### config.mk
export PLATFORM = sky130hd
export DESIGN_NAME = dma_packet_buffer
export DESIGN_NICKNAME = d
export VERILOG_FILES = /design/src/rtl/dma_pkg.sv /design/src/rtl/dma_packet_buffer.sv
export SDC_FILE = /design/constraint.sdc
export NUM_CORES = 1
export LEC_CHECK = 0
export BUFFER_PORTS_ARGS = -buffer_cell sky130_fd_sc_hd__buf_4
export CAP_MARGIN = 20
export CORE_MARGIN = 3
export CORE_UTILIZATION = 50
export DETAILED_ROUTE_END_ITERATION = 7
export HOLD_SLACK_MARGIN = 0.06
export PLACE_DENSITY_LB_ADDON = 0.15
export SLEW_MARGIN = 20
export SYNTH_ARGS = -nofsm -noshare
export SYNTH_HDL_FRONTEND = slang
export SYNTH_SLANG_ARGS = --single-unit
export TNS_END_PERCENT = 50
### constraint.sdc
create_clock -name clk -period 11.4 [get_ports clk]
set_input_delay 0.57 -clock clk [delete_from_list [all_inputs] [get_ports clk]]
set_output_delay 0.57 -clock clk [all_outputs]
set_load 0.01 [all_outputs]
### src/rtl/dma_pkg.sv
package dma_pkg;

  ////////////////////////////////////////
  // NoC flit format
  ////////////////////////////////////////

  // Flit position inside a packet, two MSBs of every flit
  typedef enum logic [1:0] {
    MIDDLE = 2'b00,
    FIRST  = 2'b01,
    LAST   = 2'b10,
    SINGLE = 2'b11
  } flit_type_e;

  // One NoC flit as it travels on the link
  typedef struct packed {
    flit_type_e  ftype;
    logic [31:0] content;
  } flit_t;

  ////////////////////////////////////////
  // DMA packet header
  ////////////////////////////////////////

  // Width of the transfer id carried in a header
  localparam int ID_W_MAX = 4;

  // DMA packet kinds
  // Only the two responses are handled on this side
  typedef enum logic [1:0] {
    L2R_REQ  = 2'b00,
    R2L_REQ  = 2'b01,
    L2R_RESP = 2'b10,
    R2L_RESP = 2'b11
  } packet_type_e;

  // Overlay for the content of a header flit, MSB first
  typedef struct packed {
    logic [4:0]          dest;
    logic [2:0]          pclass;
    logic [4:0]          src;
    packet_type_e        ptype;
    // Set on the final packet of a multi-packet response
    logic                resp_last;
    logic [ID_W_MAX-1:0] id;
    logic [11:0]         reserved;
  } header_t;

  ////////////////////////////////////////
  // Wishbone master side
  ////////////////////////////////////////

  // Registered feedback cycle type, classic cycle when idle
  typedef enum logic [2:0] {
    CLASSIC = 3'b000,
    INCR    = 3'b010,
    END     = 3'b111
  } cti_e;

  // All master outputs in one bundle
  typedef struct packed {
    logic [31:0] adr;
    logic [31:0] dat;
    logic [3:0]  sel;
    logic        we;
    logic        cyc;
    logic        stb;
    cti_e        cti;
    logic [1:0]  bte;
  } wb_req_t;

  ////////////////////////////////////////
  // Response handler FSM
  ////////////////////////////////////////

  typedef enum logic [1:0] {
    IDLE,
    GET_SIZE,
    GET_ADDR,
    DATA
  } nocres_state_e;

endpackage

### src/rtl/dma_packet_buffer.sv
module dma_packet_buffer #(
  parameter int FIFO_DEPTH = 16
) (
  input  logic            clk,
  input  logic            rst,

  // Write side from the NoC
  input  dma_pkg::flit_t  in_flit_i,
  input  logic            in_valid_i,
  output logic            in_ready_o,

  // Read side towards the response handler
  output dma_pkg::flit_t  out_flit_o,
  output logic            out_valid_o,
  input  logic            out_ready_i
);

  localparam int PTR_W = (FIFO_DEPTH > 1) ? $clog2(FIFO_DEPTH) : 1;
  localparam int CNT_W = $clog2(FIFO_DEPTH + 1);
  localparam logic [PTR_W-1:0] LAST_PTR = PTR_W'(FIFO_DEPTH - 1);
  localparam logic [CNT_W-1:0] FULL_CNT = CNT_W'(FIFO_DEPTH);

  ////////////////////////////////////////
  // Storage and pointers
  ////////////////////////////////////////

  dma_pkg::flit_t   mem [FIFO_DEPTH];
  logic [PTR_W-1:0] wr_ptr;
  logic [PTR_W-1:0] rd_ptr;
  logic [CNT_W-1:0] count;

  // Head register holds the flit offered at the read side
  dma_pkg::flit_t   head_flit;
  logic             head_valid;

  logic push;
  logic head_load;

  // Accept while the array has room
  assign in_ready_o = (count != FULL_CNT);
  assign push       = in_valid_i & in_ready_o;

  // Refill the head when it is empty or being taken this cycle
  assign head_load = (count != '0) & (~head_valid | out_ready_i);

  assign out_flit_o  = head_flit;
  assign out_valid_o = head_valid;

  // Array write, payload only
  always_ff @(posedge clk) begin
    if (push) begin
      mem[wr_ptr] <= in_flit_i;
    end
    if (head_load) begin
      head_flit <= mem[rd_ptr];
    end
  end

  ////////////////////////////////////////
  // Control
  ////////////////////////////////////////

  always_ff @(posedge clk) begin
    if (rst) begin
      wr_ptr     <= '0;
      rd_ptr     <= '0;
      count      <= '0;
      head_valid <= 1'b0;
    end else begin
      if (push) begin
        wr_ptr <= (wr_ptr == LAST_PTR) ? '0 : wr_ptr + 1'b1;
      end
      if (head_load) begin
        rd_ptr <= (rd_ptr == LAST_PTR) ? '0 : rd_ptr + 1'b1;
      end
      // Simultaneous push and refill leave the count as it is
      if (push & ~head_load) begin
        count <= count + 1'b1;
      end else if (~push & head_load) begin
        count <= count - 1'b1;
      end
      if (head_load) begin
        head_valid <= 1'b1;
      end else if (out_ready_i) begin
        head_valid <= 1'b0;
      end
    end
  end

endmodule

==> insert_results.sql, run 1 <==
INSERT INTO impl_metrics (metric_group, metric, value, unit) VALUES
('worst_setup_path', 'critPathBufInv', '2', ''),
('yosys', 'async_reset_ff_share', '0', '%'),
('yosys', 'post_synth_most_frequent_cells', 'edfxtp_1, mux4_2, a22oi_1', ''),
('drt', 'drtPass1Iterations', '5', ''),
('timing', 'final.period_utilization', '29.50', '%'),
('floorplanning', 'die_x', '216.8', 'um'),
('timing', 'setup_repair_after_global_routing_missed_its_margin', 'no', ''),
('layout', 'area_growth', '13.91', '%'),
('grt', 'grt_remaining_overflow', '0', ''),
('power_and_ir_drop', 'leakage', '7.997', 'nW'),
('worst_setup_path', 'crit_slowest_cell', 'buf_4', ''),
('clock_network', 'htree_levels', '2', ''),
('clock_network', 'cts_resized', '0', ''),
('layout', 'n_antenna_cell', '0', ''),
('yosys', 'synthesis.yosys.warnings', '0', ''),
('power_and_ir_drop', 'powerDensity', '220.1', 'nW/um2'),
('timing', 'setup_viol', '0', ''),
('clock_network', 'cts_tree', 'yes', ''),
('timing', 'worst_slew_margin_rel', '38.87', '%'),
('placement', 'dp_hpwl', '22640', 'um'),
('drt', 'post_drt_via_cell_ratio', '5.928', ''),
('drt', 'wl_per_cell', '27.63', 'um'),
('yosys', 'synth_cell_type_count', '38', ''),
('timing', 'clock_skew', '0.01785', 'ns'),
('job', 'drv.max_cap_violation_count', '0', ''),
('grt', 'grt_util_all_layers', '20.55', '%'),
('yosys', 'synthCells', '977', ''),
('run_status', 'outcome', 'finished clean', ''),
('worst_setup_path', 'timing.critical_path.slowest_cell_delay', '0.85', 'ns'),
('worst_setup_path', 'path_delay_family', 'buffers and inverters', ''),
('timing', 'timing.hold.ws', '0.2500', 'ns'),
('floorplanning', 'floorplan.initialDensity', '51.12', '%'),
('yosys', 'synth-seq-cells', '592', ''),
('clock_network', 'clk_path_buf_depth', '3', ''),
('layout', 'layout.cell_area.non_filler', '25300', 'um2'),
('yosys', 'post-synth-top-count-cell', 'edfxtp_1', ''),
('clock_network', 'cts.repair_timing.setup_buffer_count', '0', ''),
('clock_network', 'clock_insertion_delay_worst_skew', '0.62', 'ns'),
('drt', 'vias', '10160', ''),
('placement', 'detailed_place.area', '23580', 'um2'),
('worst_setup_path', 'critical_path_cell_list', 'buf_4 > buf_4 > mux4_2 > a22oi_1 > nand2_1', ''),
('placement', 'gp_routability_congestion', '0.6966', ''),
('clock_network', 'worst_setup_hold_path_clk_slew', '0.06', 'ns'),
('yosys', 'synthesis.area', '22210', 'um2'),
('worst_setup_path', 'crit_type', 'flop to flop', ''),
('worst_setup_path', 'worst_ep_arrival_time', '3.71', 'ns'),
('worst_setup_path', 'worstSetupStartpointType', 'flop', ''),
('floorplanning', 'die_y', '216.8', 'um'),
('clock_network', 'ctsHoldBuffers', '0', ''),
('timing', 'fin_tns_setup', '0', 'ns'),
('drt', 'first_iter_violations', '1035', ''),
('layout', 'fraction_of_layout_cells_with_a_size_suffix_above_1', '29.43', '%'),
('min_path', 'hold_path_class', 'primary input to flop', ''),
('grt', 'vias_in_the_first_global_route', '10620', ''),
('clock_network', 'cts-root-buf', 'clkbuf_16', ''),
('drt', 'postRouteWirelength', '47330', 'um'),
('floorplanning', 'std_cell_rows', '76', ''),
('yosys', 'synth_largest_area_cell', 'edfxtp_1', ''),
('yosys', 'avgSynthCellArea', '22.74', 'um2'),
('yosys', 'yosys.area.top_type_share', '78.13', '%'),
('layout', 'final_standard_cell_count_with_taps_included_and_fillers_excluded', '1713', ''),
('floorplanning', 'boundaryPins', '74', ''),
('timing', 'final.min_clock_period', '3.362', 'ns'),
('worst_setup_path', 'worst_path_max_fanout', '46', ''),
('yosys', 'synth_enable_flop_cells', '578', ''),
('timing', 'max_freq', '297.4', 'MHz'),
('power_and_ir_drop', 'totalPowerFinal', '5.569', 'mW'),
('worst_setup_path', 'timing.critical_path.mode_cell', 'buf_4', ''),
('clock_network', 'numCtsBuffers', '59', ''),
('yosys', 'ys_seq_area_share', '79.40', '%'),
('clock_network', 'clkSinkCount', '592', '');
==> layout by cell type, fill, tap and decap left out, drive strengths merged, types with 3 or more instances in the layout <==
cell    instances
clkbuf         75
mux4          136
clkinv         21
nor2           26
nor3            4
inv             9
a22oi          68
nand2          44
a31oi           3
edfxtp        578
dfxtp          14
buf            99
mux2i           3
nand2b          3
xor2            3
a21oi           7
ha              9
==> worst register-to-register path, delay by kind of cell (launching register included) <==
| kind | cells | cell delay (ns) |
|---|---|---|
| buffers and inverters | 2 | 1.56 |
| multiplexers | 1 | 0.61 |
| flip-flops | 1 | 0.53 |
| AO/OA/AOI/OAI | 1 | 0.30 |
| AND/OR/NAND/NOR | 1 | 0.10 |
==> metal layers <==
metal	part of all wire, %	global-route usage, %	vias up
met4	1.9	5.691	0
met3	6.7	3.742	62
met1	41	28.77	5400
met5	0	0	-
met2	50	33.87	342
li1	-	-	4351
==> flip-flops by register name, summed over array words and instances (netlist names) <==
| name | cells |
|---|---|
| out_flit_o | 34 |
| wr_ptr | 4 |
| out_valid_o | 1 |
| count | 5 |
| mem | 544 |
| rd_ptr | 4 |
==> final cells by class <==
type                    count  area (um2)
clock buffers              75        1536
clock inverters            28       188.9
fillers                  3170       18150
inverters                   5       18.77
multi-input cells         329        4439
flip-flops and latches    592       17640
well taps                 585       732.0
repair buffers             99       743.2
==> where the power goes <==
group	leakage (nW)	internal [mW]	switching [mW]
registers	5.36	2.56	0.0988
clock network	0.833	0.989	0.776
logic	1.80	0.576	0.569
==> through the flow <==
step | utilization (%) | setup slack [ns]
after floorplan | - | 7.552
after global placement | 54.26 | 8.032
after detailed placement | 54.26 | 7.944
after CTS | 58.23 | 7.950
after global routing | 58.23 | 7.754
final | 58.23 | 8.038
==> kinds of logic after synthesis <==
family | count (synthesis) | synth area share (%)
xor gates and xnor gates | 4 | 0.1577
DFF | 592 | 79.40
AOI/OAI and AO/OA | 89 | 3.008
muxes | 140 | 13.97
adders and majority gates | 10 | 0.5971
and+or+nand+nor | 86 | 1.645
buffers and inverters | 56 | 1.222
==> path summary, 6_finish.rpt <==
path / startpoint / end / slack, ns / cells past startpoint
min reg2reg: count[2]$_SDFFE_PP0P_ / count[2]$_SDFFE_PP0P_ / 0.58 / 2
max: rd_ptr[0]$_SDFFE_PP0P_ / out_flit_o[23]$_DFFE_PP_ / 8.04 / 5
min: in_flit_i[10] / mem[12][10]$_DFFE_PP_ / 0.25 / 1
max reg2reg: rd_ptr[0]$_SDFFE_PP0P_ / out_flit_o[23]$_DFFE_PP_ / 8.04 / 5
Power figures use the tool's default switching activity.
==> run 2, diff against run 1 <==
==> constraint.sdc (replaced) <==
create_clock -name clk -period 2.9 [get_ports clk]
set_input_delay 0.145 -clock clk [delete_from_list [all_inputs] [get_ports clk]]
set_output_delay 0.145 -clock clk [all_outputs]
set_load 0.01 [all_outputs]
==> run 2 against run 1 <==
Effect of this change: total power grew to 4.0 times the previous value; sequential power rose to 3.9 times the previous value; core utilization is 1.9 points higher; sequential share of layout area down 2.2 points; largest cell class unchanged; critical path type unchanged.
==> insert_results.sql, run 2 (same netlist as run 1, synthesis figures left out) <==
INSERT INTO impl_metrics (metric_group, metric, value, unit) VALUES
('run_status', 'outcome', 'finished clean', ''),
('clock_network', 'cts_resized', '0', ''),
('clock_network', 'numCtsBuffers', '58', ''),
('power_and_ir_drop', 'powerDensity', '851.6', 'nW/um2'),
('timing', 'finalHoldViolCount', '0', ''),
('layout', 'count_of_nets_after_finishing', '1194', ''),
('worst_setup_path', 'critical_path_cell_list', 'or4_4 > o21ai_4 > ha_1 > inv_1 > ha_1 > a21oi_1 > a211oi_1 > a31oi_1 > mux2_2', ''),
('grt', 'grt_util_all_layers', '20.03', '%'),
('clock_network', 'worst_setup_hold_path_clk_slew', '0.06', 'ns'),
('grt', 'gr-usage-met1', '29.26', '%'),
('layout', 'finish.utilization', '60.11', '%'),
('timing', 'final.period_utilization', '92.99', '%'),
('worst_setup_path', 'worst_ep_arrival_time', '3.18', 'ns'),
('worst_setup_path', 'crit_type', 'flop to flop', ''),
('worst_setup_path', 'crit-reg2reg-capture', 'count[4]$_SDFFE_PP0P_', ''),
('timing', 'setup_viol', '0', ''),
('min_path', 'hold_path_class', 'primary input to flop', ''),
('timing', 'worst_slew_margin_rel', '44.52', '%'),
('min_path', 'hold-path-endpoint', 'wr_ptr[3]$_SDFFE_PP0P_', ''),
('layout', 'largest_reg_flops', '544', ''),
('clock_network', 'clock_insertion_delay_worst_skew', '0.60', 'ns'),
('timing', 'max_freq', '370.8', 'MHz'),
('grt', 'globalRoute.busiestLayer', 'met2', ''),
('clock_network', 'cts_tree', 'yes', ''),
('worst_setup_path', 'setup_slack_of_the_most_critical_reg_to_reg_path', '0.20', 'ns'),
('grt', 'globalRouteMet2Util', '32.13', '%'),
('grt', 'grt_antenna_before_repair', '2', ''),
('placement', 'detailedPlace.worstSlack', '0.2214', 'ns'),
('grt', 'vias_in_the_first_global_route', '10800', ''),
('clock_network', 'clk_path_buf_depth', '3', ''),
('layout', 'regMostFlops', 'mem', ''),
('timing', 'timing.final.max_slew_violations', '0', ''),
('floorplanning', 'floorplan.initialDensity', '51.12', '%'),
('drt', 'first_iter_violations', '924', ''),
('grt', 'grt_start_max_net_pins', '43', ''),
('floorplanning', 'dieArea', '46990', 'um2'),
('drt', 'antenna_violating_nets_post_route', '0', ''),
('floorplanning', 'std_cell_rows', '76', ''),
('clock_network', 'clkSinkCount', '592', ''),
('worst_setup_path', 'worst_path_max_fanout', '5', ''),
('timing', 'setup_repair_after_global_routing_missed_its_margin', 'no', ''),
('layout', 'final_common_cell', 'edfxtp_1', ''),
('worst_setup_path', 'timing.critical_path.mode_cell', 'ha_1', ''),
('layout', 'fraction_of_layout_cells_with_a_size_suffix_above_1', '30.49', '%'),
('layout', 'multi_input_area', '4452', 'um2'),
('timing', 'fin_tns_setup', '0', 'ns'),
('layout', 'layout.cells.most_common_list', 'edfxtp_1, mux4_2, buf_4, a22oi_1, clkbuf_16', ''),
('min_path', 'min_path_cells', '4', ''),
('timing', 'fin_ws', '0.2034', 'ns'),
('layout', 'final_standard_cell_count_with_taps_included_and_fillers_excluded', '1780', ''),
('placement', 'port_buffers', '73', ''),
('drt', 'wl_per_cell', '25.62', 'um'),
('placement', 'detailed_place.area', '24000', 'um2'),
('grt', 'grt_remaining_overflow', '0', ''),
('drt', 'post_drt_via_cell_ratio', '5.788', ''),
('timing', 'timing.hold.ws', '0.1099', 'ns'),
('layout', 'register_area', '17640', 'um2'),
('floorplanning', 'placeable_area', '43460', 'um2'),
('worst_setup_path', 'worstSetupStartpointType', 'flop', ''),
('min_path', 'min-delay-start', 'in_valid_i', ''),
('power_and_ir_drop', 'worst_ir_drop_vdd', '0.5148', 'mV'),
('worst_setup_path', 'crit_slowest_cell', 'or4_4', ''),
('power_and_ir_drop', 'totalPowerFinal', '22.24', 'mW'),
('worst_setup_path', 'reg2reg_depth', '9', ''),
('drt', 'drtPass1Iterations', '5', ''),
('worst_setup_path', 'required', '3.39', 'ns'),
('placement', 'gp_routability_congestion', '0.7188', ''),
('layout', 'number_of_fill_cells_in_the_layout', '3123', ''),
('placement', 'placedCellCount', '1634', ''),
('clock_network', 'cts-root-buf', 'clkbuf_16', ''),
('timing', 'worstMarginPinSlew', '0.8305', 'ns'),
('drt', 'detail_route.drc_violations', '0', ''),
('drt', 'postRouteWirelength', '45600', 'um'),
('floorplanning', 'die_x', '216.8', 'um'),
('worst_setup_path', 'timing.critical_path.slowest_cell_delay', '0.59', 'ns'),
('drt', 'vias', '10300', ''),
('floorplanning', 'boundaryPins', '74', ''),
('grt', 'grt_first_pass_wirelength', '69700', 'um'),
('timing', 'final.min_clock_period', '2.697', 'ns'),
('job', 'drv.max_cap_violation_count', '0', ''),
('placement', 'dp_hpwl', '25920', 'um'),
('layout', 'area_growth', '17.58', '%'),
('layout', 'layout.cell_area.non_filler', '26120', 'um2'),
('power_and_ir_drop', 'leakage', '8.344', 'nW'),
('clock_network', 'htree_levels', '2', ''),
('worst_setup_path', 'cp-end-kind', 'flop', ''),
('timing', 'clock_skew', '0.009765', 'ns'),
('grt', 'gr-usage-met3', '3.295', '%'),
('worst_setup_path', 'regToRegStartpoint', 'count[0]$_SDFFE_PP0P_', ''),
('floorplanning', 'die_y', '216.8', 'um');
run 2: cell count changes in the layout (fill, tap and decap cells not counted), moves of 2 or more:
cell           previous run  this run
dlygate4sd3_1             0        37
buf_12                    0        18
clkinv_1                 18        14
inv_6                     4         2
clkinvlp_4                1         3
nor3_4                    0         2
clkinv_2                  2        10
buf_4                    99       105
nor3_2                    4         2
run 2: worst max-delay path, delay by kind of cell, from the launching register on:
kind,cells,cell delay [ns]
and+or+nand+nor,1,0.59
adders and majority gates,2,0.52
AOI/OAI and AO/OA,4,0.64
buffers and inverters,1,0.11
muxes,1,0.35
DFF,1,0.36
run 2: worst max path at each step:
stage | endpoint | start | slack, ns
after floorplan | mem[1][0]$_DFFE_PP_ | count[0]$_SDFFE_PP0P_ | -0.90
after global placement | count[4]$_SDFFE_PP0P_ | count[0]$_SDFFE_PP0P_ | 0.23
after detailed placement | count[4]$_SDFFE_PP0P_ | count[0]$_SDFFE_PP0P_ | 0.22
after CTS | count[4]$_SDFFE_PP0P_ | count[0]$_SDFFE_PP0P_ | 0.18
after global routing | count[4]$_SDFFE_PP0P_ | count[0]$_SDFFE_PP0P_ | 0.02
final | count[4]$_SDFFE_PP0P_ | count[0]$_SDFFE_PP0P_ | 0.20
run 2: per-layer routing:
layer  vias to the layer above  share of wire, %
li1                       4486                 -
met1                      5445                44
met2                       299                49
met3                        71               5.6
met4                         2               1.9
met5                         -             0.029
run 2: final cells by class:
class                           instances  share of cell area, %
Clock buffer                           76                  5.897
Clock inverter                         32                 0.8095
Multi-Input combinational cell        329                  17.04
Tap cell                              585                  2.802
Antenna cell                            1               0.009580
Timing Repair Buffer                  160                  5.815
Inverter                                5                0.07185
Sequential cell                       592                  67.55
run 2: what timing repair did:
action | CTS | global route
buffers inserted | 0 | 0
hold buffers | 37 | 0
hold endpoints to repair | 558 | 0
run 2: power breakdown:
part / internal [mW] / leakage, nW / switching, mW / total, mW
registers: 10.1 / 5.36 / 0.298 / 10.4
clock network: 3.91 / 0.850 / 3.05 / 6.96
logic: 2.52 / 2.13 / 2.42 / 4.94
total: 16.5 / 8.34 / 5.77 / 22.2
